--- src/axis_beat_pkg.sv ---
// ----------------------------------------
// Stream-side beat types
// ----------------------------------------
`default_nettype none

package axis_beat_pkg;

    // Address id, 0 for primary and 1 for secondary
    parameter int unsigned ID_W = 1;

    // One stream beat
    typedef struct packed {
        logic [7:0]      data;
        logic            last;
        logic [ID_W-1:0] id;
    } axis_beat_t;

endpackage

`default_nettype wire

--- src/i2c_bus_pkg.sv ---
// ----------------------------------------
// I2C bus-side types
// Synchronized line events and controller states
// ----------------------------------------
`default_nettype none

package i2c_bus_pkg;

    // One cycle of bus activity, as seen after synchronization
    // start also covers a repeated START
    typedef struct packed {
        logic sda;
        logic scl_rise;
        logic scl_fall;
        logic start;
        logic stop;
    } bus_event_t;

    // Target controller states
    typedef enum logic [2:0] {
        ST_IDLE     = 3'd0,
        ST_ADDR     = 3'd1,
        ST_ADDR_ACK = 3'd2,
        ST_DATA     = 3'd3,
        ST_DATA_ACK = 3'd4,
        ST_IGNORE   = 3'd5
    } ctrl_state_t;

endpackage

`default_nettype wire
--- src/i2c_axis_target_top.sv ---
// ----------------------------------------
// I2C write target with stream output
// ----------------------------------------
`default_nettype none

module i2c_axis_target_top #(
    parameter int FIFO_DEPTH = 4
) (
    input  wire                             clk,
    input  wire                             rst,
    input  wire [6:0]                       primary_addr,
    input  wire [6:0]                       secondary_addr,
    input  wire                             scl,
    input  wire                             sda_in,
    output wire                             sda_pull_low,
    output wire axis_beat_pkg::axis_beat_t  m_axis_beat,
    output wire                             m_axis_valid,
    input  wire                             m_axis_ready
);

    i2c_bus_pkg::bus_event_t        events;
    logic                           byte_clear;
    logic                           byte_done;
    logic [7:0]                     rx_byte;
    logic                           room_two;
    logic                           push;
    logic                           flush;
    logic [axis_beat_pkg::ID_W-1:0] hit_id;
    logic [7:0]                     data_byte;
    logic                           wr_en;
    axis_beat_pkg::axis_beat_t      wr_beat;

    // ----------------------------------------
    // Bus side
    // ----------------------------------------
    i2c_line_sync u_line_sync (
        .clk    (clk),
        .rst    (rst),
        .scl    (scl),
        .sda_in (sda_in),
        .events (events)
    );

    i2c_byte_shifter u_byte_shifter (
        .clk        (clk),
        .rst        (rst),
        .events     (events),
        .byte_clear (byte_clear),
        .byte_done  (byte_done),
        .rx_byte    (rx_byte)
    );

    i2c_target_ctrl u_target_ctrl (
        .clk            (clk),
        .rst            (rst),
        .events         (events),
        .byte_done      (byte_done),
        .rx_byte        (rx_byte),
        .primary_addr   (primary_addr),
        .secondary_addr (secondary_addr),
        .room_two       (room_two),
        .byte_clear     (byte_clear),
        .sda_pull_low   (sda_pull_low),
        .push           (push),
        .flush          (flush),
        .hit_id         (hit_id),
        .data_byte      (data_byte)
    );

    // ----------------------------------------
    // Stream side
    // ----------------------------------------
    stream_assembler u_assembler (
        .clk       (clk),
        .rst       (rst),
        .push      (push),
        .flush     (flush),
        .data_byte (data_byte),
        .hit_id    (hit_id),
        .wr_en     (wr_en),
        .wr_beat   (wr_beat)
    );

    axis_fifo #(
        .FIFO_DEPTH (FIFO_DEPTH)
    ) u_fifo (
        .clk          (clk),
        .rst          (rst),
        .wr_en        (wr_en),
        .wr_beat      (wr_beat),
        .m_axis_beat  (m_axis_beat),
        .m_axis_valid (m_axis_valid),
        .m_axis_ready (m_axis_ready),
        .room_two     (room_two)
    );

endmodule

`default_nettype wire

--- src/axis_fifo.sv ---
// ----------------------------------------
// Stream beat FIFO
// Circular buffer with valid/ready output
// ----------------------------------------
`default_nettype none

module axis_fifo #(
    parameter int FIFO_DEPTH = 4
) (
    input  wire                             clk,
    input  wire                             rst,
    input  wire                             wr_en,
    input  wire axis_beat_pkg::axis_beat_t  wr_beat,
    output axis_beat_pkg::axis_beat_t       m_axis_beat,
    output logic                            m_axis_valid,
    input  wire                             m_axis_ready,
    output logic                            room_two
);

    localparam int PTR_W = $clog2(FIFO_DEPTH);
    localparam int CNT_W = $clog2(FIFO_DEPTH + 1);

    axis_beat_pkg::axis_beat_t mem [FIFO_DEPTH];

    logic [PTR_W-1:0] wr_ptr;
    logic [PTR_W-1:0] rd_ptr;
    logic [CNT_W-1:0] count;
    logic             full;
    logic             do_wr;
    logic             do_rd;

    // Wrap also for depths that are not a power of two
    function automatic logic [PTR_W-1:0] ptr_inc(input logic [PTR_W-1:0] ptr);
        return (ptr == PTR_W'(FIFO_DEPTH - 1)) ? '0 : ptr + 1'b1;
    endfunction

    assign full         = (count == CNT_W'(FIFO_DEPTH));
    assign do_wr        = wr_en && !full;
    assign do_rd        = m_axis_valid && m_axis_ready;
    assign m_axis_valid = (count != '0);
    assign m_axis_beat  = mem[rd_ptr];
    assign room_two     = (count <= CNT_W'(FIFO_DEPTH - 2));

    always_ff @(posedge clk or posedge rst) begin
        if (rst) begin
            wr_ptr <= '0;
            rd_ptr <= '0;
            count  <= '0;
        end else begin
            if (do_wr) begin
                wr_ptr <= ptr_inc(wr_ptr);
            end
            if (do_rd) begin
                rd_ptr <= ptr_inc(rd_ptr);
            end
            case ({do_wr, do_rd})
                2'b10:   count <= count + 1'b1;
                2'b01:   count <= count - 1'b1;
                default: count <= count;
            endcase
        end
    end

    always_ff @(posedge clk) begin
        if (do_wr) begin
            mem[wr_ptr] <= wr_beat;
        end
    end

    // Upstream room_two rule must keep writes off a full FIFO
    a_no_overflow : assert property (
        @(posedge clk) disable iff (rst)
        wr_en |-> !full
    ) else $error("Write into full FIFO");

endmodule

`default_nettype wire

--- src/stream_assembler.sv ---
// ----------------------------------------
// Stream assembler
// Holds one byte back so it can carry last
// ----------------------------------------
`default_nettype none

module stream_assembler (
    input  wire                             clk,
    input  wire                             rst,
    input  wire                             push,
    input  wire                             flush,
    input  wire [7:0]                       data_byte,
    input  wire [axis_beat_pkg::ID_W-1:0]   hit_id,
    output logic                            wr_en,
    output axis_beat_pkg::axis_beat_t       wr_beat
);

    logic                           pending_valid;
    logic [7:0]                     pending_byte;
    logic [axis_beat_pkg::ID_W-1:0] pending_id;

    // Control side
    always_ff @(posedge clk or posedge rst) begin
        if (rst) begin
            pending_valid <= 1'b0;
            wr_en         <= 1'b0;
        end else begin
            wr_en <= 1'b0;
            if (flush) begin
                wr_en         <= pending_valid;
                pending_valid <= 1'b0;
            end else if (push) begin
                // Older byte goes out, new one waits
                wr_en         <= pending_valid;
                pending_valid <= 1'b1;
            end
        end
    end

    // Payload side
    always_ff @(posedge clk) begin
        if (flush || push) begin
            wr_beat.data <= pending_byte;
            wr_beat.last <= flush;
            wr_beat.id   <= pending_id;
        end
        if (push && !flush) begin
            pending_byte <= data_byte;
            pending_id   <= hit_id;
        end
    end

endmodule

`default_nettype wire

--- src/i2c_target_ctrl.sv ---
// ----------------------------------------
// I2C target controller
// Dual address match, ACK/NACK and SDA pull-low timing
// ----------------------------------------
`default_nettype none

module i2c_target_ctrl (
    input  wire                             clk,
    input  wire                             rst,
    input  wire i2c_bus_pkg::bus_event_t    events,
    input  wire                             byte_done,
    input  wire [7:0]                       rx_byte,
    input  wire [6:0]                       primary_addr,
    input  wire [6:0]                       secondary_addr,
    input  wire                             room_two,
    output logic                            byte_clear,
    output logic                            sda_pull_low,
    output logic                            push,
    output logic                            flush,
    output logic [axis_beat_pkg::ID_W-1:0]  hit_id,
    output logic [7:0]                      data_byte
);

    i2c_bus_pkg::ctrl_state_t state;

    logic       accepted;
    logic       scl_high;
    logic [6:0] rx_addr;
    logic       prim_hit;
    logic       sec_hit;
    logic       addr_ok;
    logic       data_ok;

    // Address byte decode, write only
    assign rx_addr  = rx_byte[7:1];
    assign prim_hit = (rx_addr == primary_addr);
    assign sec_hit  = (rx_addr == secondary_addr);
    assign addr_ok  = (prim_hit || sec_hit) && !rx_byte[0];
    assign data_ok  = (state == i2c_bus_pkg::ST_DATA) && byte_done && room_two;

    // ----------------------------------------
    // Transfer FSM
    // ----------------------------------------
    always_ff @(posedge clk or posedge rst) begin
        if (rst) begin
            state        <= i2c_bus_pkg::ST_IDLE;
            sda_pull_low <= 1'b0;
            byte_clear   <= 1'b0;
            push         <= 1'b0;
            flush        <= 1'b0;
            accepted     <= 1'b0;
            hit_id       <= '0;
            scl_high     <= 1'b1;
        end else begin
            byte_clear <= 1'b0;
            push       <= 1'b0;
            flush      <= 1'b0;
            if (events.scl_rise) begin
                scl_high <= 1'b1;
            end else if (events.scl_fall) begin
                scl_high <= 1'b0;
            end
            if (events.start || events.stop) begin
                // End of transfer, release the pending byte
                flush        <= accepted;
                accepted     <= 1'b0;
                sda_pull_low <= 1'b0;
                byte_clear   <= events.start;
                state        <= events.start ? i2c_bus_pkg::ST_ADDR : i2c_bus_pkg::ST_IDLE;
            end else begin
                case (state)
                    i2c_bus_pkg::ST_ADDR: begin
                        if (byte_done) begin
                            if (addr_ok) begin
                                // Primary wins when both match
                                hit_id <= prim_hit ? '0 : (axis_beat_pkg::ID_W)'(1);
                                state  <= i2c_bus_pkg::ST_ADDR_ACK;
                            end else begin
                                state <= i2c_bus_pkg::ST_IGNORE;
                            end
                        end
                    end
                    i2c_bus_pkg::ST_ADDR_ACK, i2c_bus_pkg::ST_DATA_ACK: begin
                        // Pull on the 8th fall, release on the 9th
                        if (events.scl_fall) begin
                            if (!sda_pull_low) begin
                                sda_pull_low <= 1'b1;
                            end else begin
                                sda_pull_low <= 1'b0;
                                byte_clear   <= 1'b1;
                                state        <= i2c_bus_pkg::ST_DATA;
                            end
                        end
                    end
                    i2c_bus_pkg::ST_DATA: begin
                        if (data_ok) begin
                            push     <= 1'b1;
                            accepted <= 1'b1;
                            state    <= i2c_bus_pkg::ST_DATA_ACK;
                        end else if (byte_done) begin
                            // No room, NACK and stay off the bus
                            state <= i2c_bus_pkg::ST_IGNORE;
                        end
                    end
                    default: begin
                        // Idle or ignore until START/STOP
                        state <= state;
                    end
                endcase
            end
        end
    end

    always_ff @(posedge clk) begin
        if (data_ok) begin
            data_byte <= rx_byte;
        end
    end

    // SDA only moves while SCL is low
    a_sda_stable : assert property (
        @(posedge clk) disable iff (rst)
        $changed(sda_pull_low) |-> !scl_high
    ) else $error("sda_pull_low changed while SCL high");

endmodule

`default_nettype wire

--- src/i2c_byte_shifter.sv ---
// ----------------------------------------
// I2C byte shifter
// Samples SDA on SCL rise, flags each full byte
// ----------------------------------------
`default_nettype none

module i2c_byte_shifter (
    input  wire                     clk,
    input  wire                     rst,
    input  wire i2c_bus_pkg::bus_event_t events,
    input  wire                     byte_clear,
    output logic                    byte_done,
    output logic [7:0]              rx_byte
);

    // Wraps to zero after the eighth bit
    logic [2:0] bit_cnt;

    always_ff @(posedge clk or posedge rst) begin
        if (rst) begin
            bit_cnt   <= 3'd0;
            byte_done <= 1'b0;
        end else begin
            byte_done <= 1'b0;
            if (byte_clear) begin
                bit_cnt <= 3'd0;
            end else if (events.scl_rise) begin
                bit_cnt   <= bit_cnt + 3'd1;
                byte_done <= (bit_cnt == 3'd7);
            end
        end
    end

    // MSB first
    always_ff @(posedge clk) begin
        if (events.scl_rise) begin
            rx_byte <= {rx_byte[6:0], events.sda};
        end
    end

    // A clear on an SCL rise would lose that bit
    a_clear_not_on_rise : assert property (
        @(posedge clk) disable iff (rst)
        byte_clear |-> !events.scl_rise
    ) else $error("byte_clear coincided with an SCL rise");

endmodule

`default_nettype wire

--- src/i2c_line_sync.sv ---
// ----------------------------------------
// I2C line synchronizer
// Syncs SCL/SDA, flags SCL edges, START and STOP
// ----------------------------------------
`default_nettype none

module i2c_line_sync (
    input  wire                     clk,
    input  wire                     rst,
    input  wire                     scl,
    input  wire                     sda_in,
    output i2c_bus_pkg::bus_event_t events
);

    // Two-flop synchronizers that idle high
    logic [1:0] scl_ff;
    logic [1:0] sda_ff;
    logic       scl_prev;
    logic       sda_prev;

    always_ff @(posedge clk or posedge rst) begin
        if (rst) begin
            scl_ff   <= 2'b11;
            sda_ff   <= 2'b11;
            scl_prev <= 1'b1;
            sda_prev <= 1'b1;
        end else begin
            scl_ff   <= {scl_ff[0], scl};
            sda_ff   <= {sda_ff[0], sda_in};
            scl_prev <= scl_ff[1];
            sda_prev <= sda_ff[1];
        end
    end

    // ----------------------------------------
    // Registered event decode
    // ----------------------------------------
    always_ff @(posedge clk or posedge rst) begin
        if (rst) begin
            events <= '{sda: 1'b1, default: 1'b0};
        end else begin
            events.sda      <= sda_ff[1];
            events.scl_rise <= scl_ff[1] & ~scl_prev;
            events.scl_fall <= ~scl_ff[1] & scl_prev;
            // SDA moves while SCL stays high
            events.start    <= scl_ff[1] & scl_prev & sda_prev & ~sda_ff[1];
            events.stop     <= scl_ff[1] & scl_prev & ~sda_prev & sda_ff[1];
        end
    end

    // SDA must not toggle in the same sample as SCL
    a_no_sda_scl_skew : assert property (
        @(posedge clk) disable iff (rst)
        (sda_ff[1] != sda_prev) |-> (scl_ff[1] == scl_prev)
    ) else $error("SDA and SCL changed in the same cycle");

endmodule

`default_nettype wire

--- config.mk ---
export PLATFORM = sky130hd
export DESIGN_NAME = i2c_axis_target_top
export DESIGN_NICKNAME = d
export VERILOG_FILES = /design/src/axis_beat_pkg.sv /design/src/i2c_bus_pkg.sv /design/src/i2c_axis_target_top.sv /design/src/axis_fifo.sv /design/src/stream_assembler.sv /design/src/i2c_target_ctrl.sv /design/src/i2c_byte_shifter.sv /design/src/i2c_line_sync.sv
export SDC_FILE = /design/constraint.sdc
export NUM_CORES = 1
export LEC_CHECK = 0
export BUFFER_PORTS_ARGS = -buffer_cell sky130_fd_sc_hd__buf_2
export CAP_MARGIN = 15
export CELL_PAD_IN_SITES_DETAIL_PLACEMENT = 1
export CELL_PAD_IN_SITES_GLOBAL_PLACEMENT = 1
export CORE_ASPECT_RATIO = 0.9
export CORE_MARGIN = 2
export CORE_UTILIZATION = 46
export DETAILED_ROUTE_END_ITERATION = 16
export PLACE_DENSITY = 0.7
export REMOVE_ABC_BUFFERS = 1
export SYNTH_ARGS = -nofsm -noshare
export SYNTH_HDL_FRONTEND = slang
export SYNTH_SLANG_ARGS = --single-unit
--- constraint.sdc ---
create_clock -name clk -period 2.8 [get_ports clk]
set_input_delay 0.56 -clock clk [delete_from_list [all_inputs] [get_ports clk]]
set_output_delay 0.56 -clock clk [all_outputs]
set_load 0.1 [all_outputs]
After elaboration in Yosys (flattened, before gate mapping):

Memory sizes are Yosys's and may differ from the RTL's.
Index checks and enable logic that the tools add are counted.

* $add $sub $neg: 5
* order comparisons: 1
* muxes and demuxes: 38
* equal/unequal tests: 16
* reduce and logical (&&, ||, !) cells: 26
* bitwise logic cells: 12

Operators with widths (count)
* $mux W3: 9
* $mux W1: 25
* $eq A7 B7 Y1: 2
* $reduce_bool A2 Y1: 7
* $eq A3 B3 Y1 const B: 3
* $pmux W3 S3: 1
* $and A1 B1 Y1: 7
* $add A3 B1 Y3 const B: 2
* $eq A2 B2 Y1 const B: 3
* $eq A3 B2 Y1 const B: 2
* $logic_and A1 B1 Y1: 6
* $ne A3 B2 Y1 const B: 2
* $pmux W3 S2: 1
* $not A1 Y1: 5
* $reduce_and A5 Y1: 1
* $add A2 B1 Y2 const B: 2
* $mux W2: 2
* $ne A4 B3 Y1 const B: 1
* $reduce_and A2 Y1: 2
* $reduce_and A4 Y1: 1
* $reduce_bool A4 Y1: 1
* $eq A3 B1 Y1 const B: 1
* $le A3 B2 Y1 const B: 1
* $logic_not A1 Y1: 3
* other kinds (6): 8

* memories kept: 1
* RAM bits: 40
* output and inout port bits: 12
* register bits: 67
* word-level logic and storage cells: 128

Memory list
* u_fifo.mem: words 4, bits a word 10, rd ports 1, clocked after Yosys merged registers in 0, wr ports 1, RTL line axis_fifo.sv:23 `axis_beat_pkg::axis_beat_t mem [FIFO_DEPTH];`

Depth between registers and ports, before layout:

Gate-level depths: netlist (run 1).

* depth in word-level cells: 7
* mapped depth: 9

Modules after synthesis:

A second synthesis (run 1) with hierarchy kept.

* cell total of the unflattened synthesis: 238
* area total of the unflattened synthesis: 4226.6 um^2

By module, submodules not included
* axis_fifo: area each 1950.6 um^2, seq. area each 1376.3 um^2, cells an instance 94, times used 1
* i2c_target_ctrl: area each 900.9 um^2, seq. area each 465.4 um^2, cells an instance 79, times used 1
* stream_assembler: area each 656.9 um^2, seq. area each 620.6 um^2, cells an instance 26, times used 1
* i2c_byte_shifter: area each 416.6 um^2, seq. area each 340.3 um^2, cells an instance 23, times used 1
* i2c_line_sync: area each 301.5 um^2, seq. area each 257.7 um^2, cells an instance 16, times used 1

Worst setup path after synthesis (run 1):

Ideal clock, no wire load.

* kind: register to register
* from: register u_fifo.count[2]
* to: register u_fifo.count[2]
* path slack: 0.323 ns
* stages on the path, launching flop included: 10
* library setup time: 0.079 ns
* buffers on the path: 0
* data arrival time: 2.397 ns
* required time: 2.721 ns
* cells stage by stage: dfrtp_1 -> or3_1 -> nand2_1 -> inv_1 -> ha_1 -> inv_1 -> fa_1 -> xor2_1 -> nor2_1 -> xor2_1

RTL lines
* from (decl): RTL line axis_fifo.sv:27 `logic [CNT_W-1:0] count;`
* from (signal assigned): RTL line axis_fifo.sv:57 `2'b10: count <= count + 1'b1;`
* from (signal assigned): RTL line axis_fifo.sv:58 `2'b01: count <= count - 1'b1;`
* from (signal assigned): RTL line axis_fifo.sv:59 `default: count <= count;`
* $reduce_bool A3 Y1 (*): RTL line axis_fifo.sv:40 `assign m_axis_valid = (count != '0);`
* via m_axis_valid: RTL line i2c_axis_target_top.sv:17 `output wire m_axis_valid,`
* $logic_and A1 B1 Y1 (*): RTL line axis_fifo.sv:39 `assign do_rd = m_axis_valid && m_axis_ready;`
* via u_fifo.do_rd: RTL line axis_fifo.sv:30 `logic do_rd;`
* $eq A2 B1 Y1 or $eq A2 B2 Y1 (tied branches): RTL line axis_fifo.sv:56 `case ({do_wr, do_rd})`
* $pmux W3 S2 or $reduce_bool A2 Y1 (tied branches)

Mark *: on every way through the listed nets, which the timed path passes. The rest lies on a longest branch.
A chain may end at the register's enable or synchronous reset.

==> run summary, run 1 <==
outcome -> completed
DRT iter0 DRCs -> 58
Multi-input gate area -> 975.9 um^2
CP max FO -> 11
synth top area cells -> edfxtp_1, dfrtp_1, mux4_2, dfstp_2, ha_1
nets@finish -> 303
Final min period -> 2.590 ns
antenna violations before repair -> 0
maximum clock path buffer count -> 2
Worst-Skew Late Latency -> 0.37 ns
power per cell area -> 870.0 nW/um^2
Synth async-reset ratio -> 0.2991
Max Cap Viol -> 0
Area Overhead vs Synth -> 12.21%
Worst setup EP type -> output port
Critical Path RT -> 2.24 ns
unrepaired setup endpoints after global routing -> no
R2R depth -> 9
CTS Buf Count -> 9
data arrival time of the worst path -> 2.03 ns
DR DRC count -> 0
Final Cycle Share -> 0.9249
worst setup margin -> 0.2104 ns
clk root buf -> clkbuf_8
setup slack at placement -> 0.5913 ns
largest net degree at the start of global routing -> 33
most frequent cells in the layout -> edfxtp_1, buf_2, dfrtp_1, inv_1
antenna cells -> 0
R2R Setup Slk -> 0.82 ns
Synth top area share -> 0.5483
clk sink count -> 107
worst-margin pin slew -> 0.7973 ns
Final Max Slew Viols -> 0
Congestion Overflow GR -> 0
Cell Area, Synth -> 4108 um^2
mean post-synth cell area -> 17.33 um^2
DR WL/cell -> 15.16 um
Setup crit start kind -> flip-flop
post-synthesis cell count -> 237
CTS tree -> built
Initial Util -> 0.4772
Yosys Warn Count -> 0
post-cts resize count -> 0
register area -> 3060 um^2
routability cong. -> 0.7914
Netlist cell types -> 41
final hold vios -> 0
most common cell after layout, fill and taps aside -> edfxtp_1
first-pass GRT wire length -> 10310 um
final WL -> 6049 um
ys flop type -> edfxtp_1
area of the core -> 8608 um^2
IO buf count -> 30
Die Area -> 9703 um^2
hold_buf cts -> 0
RR Endpoint -> u_fifo.count[2]
num rows -> 32
Die X -> 103.6 um
GRT Total Usage -> 0.1374
Leak -> 1.715 nW
drt pass-1 iters -> 4
post-synthesis register bit count -> 107
Vias -> 1964
sequential area share after synthesis -> 0.7451
Fillers -> 839
vias in the first global route -> 2056
final setup violation count -> 0
Hold Path Class -> in -> async
headroom to the max-slew limit -> 0.4674
Synth area leader -> edfxtp_1
Ports -> 31
DPL Wire Length -> 4299 um
Clk pin slew, worst setup/hold paths -> 0.12 ns
ANT nets after route -> 0
H-Tree Level Count -> 3
fmax -> 386.2 MHz
Post-synth EDFFs -> 75
share of cells above drive strength 1 -> 0.2429
VDD IR max -> 0.4727 mV
crit path kind -> reg -> out
Die H -> 93.65 um
setup bufs post-CTS -> 0
Sum Neg Setup Slack -> 0 ns
RR Startpoint -> u_fifo.count[0]
Fin Clk Skew -> 0.01594 ns
via density per instance -> 4.922
-- state kept, by name, indices dropped and copies added (netlist names), 2 cells and up --
signal                    cells
u_assembler.wr_beat          10
u_assembler.pending_byte      8
u_line_sync.sda_ff            2
u_fifo.count                  3
u_fifo.rd_ptr                 2
u_fifo.mem                   40
u_byte_shifter.rx_byte        8
u_byte_shifter.bit_cnt        3
u_line_sync.events            4
u_target_ctrl.state           3
u_line_sync.scl_ff            2
u_target_ctrl.data_byte       8
u_fifo.wr_ptr                 2
-- critical path, stage by stage (launching register included) --
cell and delay [ns]:
dfrtp_1 0.78, mux4_2 0.58, buf_2 0.30
-- cell usage after synthesis, types with 2 or more instances --
cell type / number
a31oi_1: 3
dfstp_2: 6
dfrtp_1: 26
mux4_2: 10
o21ai_0: 5
edfxtp_1: 75
nand2_1: 10
xnor2_1: 10
buf_2: 3
nor2_1: 9
ha_1: 8
nor3b_1: 2
mux2i_1: 4
o31ai_1: 2
a21oi_1: 2
nand4_1: 2
nor3_1: 3
nor4_1: 2
and2_1: 6
inv_1: 13
nor2b_1: 5
xor2_1: 10
or3_1: 2
clkbuf_1: 2
-- per-layer routing --
layer | part of all wire | GRT usage | wire, um | vias up
li1 | - | - | - | 949
met1 | 0.47 | 0.1718 | 2841 | 977
met2 | 0.49 | 0.2351 | 2969 | 33
met3 | 0.028 | 0.03467 | 171 | 5
met4 | 0.011 | 0.05068 | 67 | 0
met5 | 0 | 0 | 0 | -
-- worst max path at each step --
stage                           from         endpoint  slack (ns)  depth (start not counted)
finish              u_fifo.rd_ptr[0]   m_axis_beat[7]        0.21                          2
global route        u_fifo.rd_ptr[0]   m_axis_beat[9]        0.05                          2
CTS                 u_fifo.rd_ptr[0]   m_axis_beat[7]        0.15                          2
detailed placement  u_fifo.rd_ptr[0]   m_axis_beat[7]        0.59                          2
global placement    u_fifo.rd_ptr[0]   m_axis_beat[7]        0.62                          2
floorplan            u_fifo.count[2]  u_fifo.count[2]        0.32                          9
-- final cells by class --
| class | count | area share |
|---|---|---|
| clock buffer | 9 | 0.02687 |
| clock inverter | 7 | 0.01873 |
| inverter | 13 | 0.01059 |
| multi-input combinational | 112 | 0.2117 |
| sequential | 107 | 0.6640 |
| tap | 119 | 0.03230 |
| timing repair buffer | 32 | 0.03583 |
-- metrics by stage --
stage,utilization,hold slack [ns],power (mW),cells,instance area [um^2]
floorplan,-,0.3452,2.930,232,4085
global placement,0.5110,0.3465,3.102,383,4399
detailed placement,0.5110,0.3498,3.125,383,4399
CTS,0.5355,0.2515,4.070,399,4609
global route,0.5355,0.2562,4.202,399,4609
finish,0.5355,0.2636,4.010,399,4609
-- power breakdown --
group	internal, mW	leakage [nW]	switching (mW)
Combinational	0.329	0.523	0.792
Clock	0.362	0.105	0.568
Sequential	1.78	1.09	0.182
Total	2.47	1.72	1.54
-- kinds of logic after synthesis --
logic type / count (synthesis) / share of synthesized area
AND/OR/NAND/NOR: 46 / 0.05909
multiplexers: 15 / 0.06732
flip-flops: 107 / 0.7450
buffers and inverters: 18 / 0.01736
XOR/XNOR: 20 / 0.04264
AO/OA/AOI/OAI: 22 / 0.03929
adder cells (fa/ha/maj): 9 / 0.02924
No activity file was read; power rests on OpenSTA's default activity.
==> run 2: changes to the inputs <==
--- a/config.mk
+++ b/config.mk
@@ -11,9 +11,9 @@
 export CELL_PAD_IN_SITES_GLOBAL_PLACEMENT = 1
 export CORE_ASPECT_RATIO = 0.9
 export CORE_MARGIN = 2
-export CORE_UTILIZATION = 46
+export CORE_UTILIZATION = 50
 export DETAILED_ROUTE_END_ITERATION = 16
-export PLACE_DENSITY = 0.7
+export PLACE_DENSITY = 0.75
 export REMOVE_ABC_BUFFERS = 1
 export SYNTH_ARGS = -nofsm -noshare
 export SYNTH_HDL_FRONTEND = slang
==> run 2 against run 1 <==
Global-route usage grew 2.5 points. Register-to-register slack about the same. Clock skew is 0.00090 ns lower. Critical endpoint is now m_axis_beat[6]. Wire length up 7.9%. Largest cell class unchanged. Sequential power hardly changed. Flip-flop and latch count stayed put. Largest power group unchanged. Worst hold slack worse by 0.0056 ns. First-iteration DRC count increased by 1.7%.
==> run summary, run 2 (same netlist as run 1, synthesis figures left out) <==
most frequent cells in the layout -> edfxtp_1, buf_2, dfrtp_1, inv_1
CP max FO -> 11
Congestion Overflow GR -> 0
Multi-input gate area -> 975.9 um^2
CTS tree -> built
Metal-1 WL -> 2852 um
vias in the first global route -> 2108
Crit. Startpoint -> u_fifo.rd_ptr[0]
DR WL/cell -> 17.22 um
via density per instance -> 5.293
area of the core -> 8029 um^2
worst path bufs/invs -> 1
num rows -> 31
data arrival time of the worst path -> 2.02 ns
unrepaired setup endpoints after global routing -> no
Area Overhead vs Synth -> 10.97%
R2R depth -> 9
H-Tree Level Count -> 3
placed cells -> 363
Placed Area -> 4374 um^2
nets@finish -> 303
worst setup margin -> 0.2222 ns
Slowest-stage cell, CP -> dfrtp_1
register area -> 3060 um^2
Die H -> 89.99 um
first-pass GRT wire length -> 10910 um
hold_buf cts -> 0
VDD IR max -> 0.3923 mV
Fin Clk Skew -> 0.01505 ns
RR Endpoint -> u_fifo.count[2]
R2R Setup Slk -> 0.82 ns
Critical Path RT -> 2.24 ns
Leak -> 1.700 nW
routability cong. -> 0.7825
Final min period -> 2.578 ns
final std cells w/o fill -> 379
Hold Path Class -> in -> async
setup slack at placement -> 0.5806 ns
final hold vios -> 0
top layer in use -> met4
Max Cap Viol -> 0
design area -> 4558 um^2
Worst-Skew Late Latency -> 0.37 ns
headroom to the max-slew limit -> 0.4834
drt pass-1 iters -> 4
DRT iter0 DRCs -> 59
Cell Chain, Critical Path -> mux4_2 > buf_2
Vias -> 2006
clock network fraction of total power -> 0.220
Worst setup EP type -> output port
power share of the combinational group -> 0.285
Fillers -> 754
Die X -> 99.54 um
IO buf count -> 30
power per cell area -> 867.1 nW/um^2
Initial Util -> 0.5116
total power -> 3.952 mW
Power Internal -> 2.449 mW
P_sw -> 1.504 mW
metal3 WL -> 211 um
Flop pwr share -> 0.495
Worst path depth -> 2
RR Startpoint -> u_fifo.count[0]
antenna violations before repair -> 0
Largest regs -> u_fifo.mem (40), u_assembler.wr_beat (10)
DPL Wire Length -> 4739 um
largest net degree at the start of global routing -> 33
Sw Share -> 0.3805
worst-margin pin slew -> 0.7732 ns
setup bufs post-CTS -> 0
Die Area -> 8957 um^2
clk root buf -> clkbuf_8
max reg flops -> 40
kind of cell adding the most delay to the critical path -> flip-flops
fmax -> 387.9 MHz
DR DRC count -> 0
Sum Neg Setup Slack -> 0 ns
post-cts resize count -> 0
crit path kind -> reg -> out
Ports -> 31
Clk pin slew, worst setup/hold paths -> 0.10 ns
antenna cells -> 0
met2 routed WL -> 3405 um
share of cells above drive strength 1 -> 0.2429
CTS Buf Count -> 9
Top reg by flops -> u_fifo.mem
final setup violation count -> 0
clk sink count -> 107
Final Cycle Share -> 0.9206
GRT Total Usage -> 0.1623
CP peak stage delay -> 0.77 ns
outcome -> completed
maximum clock path buffer count -> 2
final WL -> 6527 um
most common cell after layout, fill and taps aside -> edfxtp_1
ANT nets after route -> 0
Setup crit start kind -> flip-flop
Final Max Slew Viols -> 0
==> run 2: changes by cell type in the layout (fill, tap and decap cells not counted) <==
cell / delta
clkinv_8: -3
clkinvlp_4: +2
clkinv_2: +1
inv_6: -1
inv_8: +1
==> run 2: tightest hold or removal path, delay by kind of cell <==
family	cells	cell delay, ns
buffers and inverters	3	0.49
==> run 2: area by class of cell <==
cell class | instances | share of cell area
flip-flops and latches | 107 | 0.6714
repair buffers | 32 | 0.03623
clock inverters | 7 | 0.01318
well taps | 99 | 0.02718
inverters | 13 | 0.01071
multi-input cells | 112 | 0.2141
clock buffers | 9 | 0.02718
==> run 2: worst max-delay path by stage <==
stage | endpoint | slack (ns)
finish | m_axis_beat[6] | 0.22
detailed placement | m_axis_beat[6] | 0.58
CTS | m_axis_beat[6] | 0.15
floorplan | u_fifo.count[2] | 0.32
global route | m_axis_beat[6] | 0.10
global placement | m_axis_beat[8] | 0.61
==> run 2: power groups by stage <==
stage               sequential (mW)  clock (mW)  combinational (mW)
floorplan                      2.00           0               0.930
finish                         1.95       0.871                1.13
CTS                            1.96       0.903                1.14
global route                   1.99       0.955                1.20
detailed placement             1.99           0                1.14
global placement               1.99           0                1.11
==> run 2: routing by layer <==
| layer | vias to the layer above | global-route usage |
|---|---|---|
| li1 | 956 | - |
| met1 | 1012 | 0.2087 |
| met2 | 33 | 0.2691 |
| met3 | 5 | 0.04510 |
| met4 | 0 | 0.05137 |
| met5 | - | 0 |
==> run 2: stage by stage <==
step                      utilization  hold slack (ns)
after floorplan                     -           0.3452
after global placement         0.5448           0.3469
after detailed placement       0.5448           0.3478
after CTS                      0.5677           0.2580
after global routing           0.5677           0.2530
final                          0.5677           0.2581
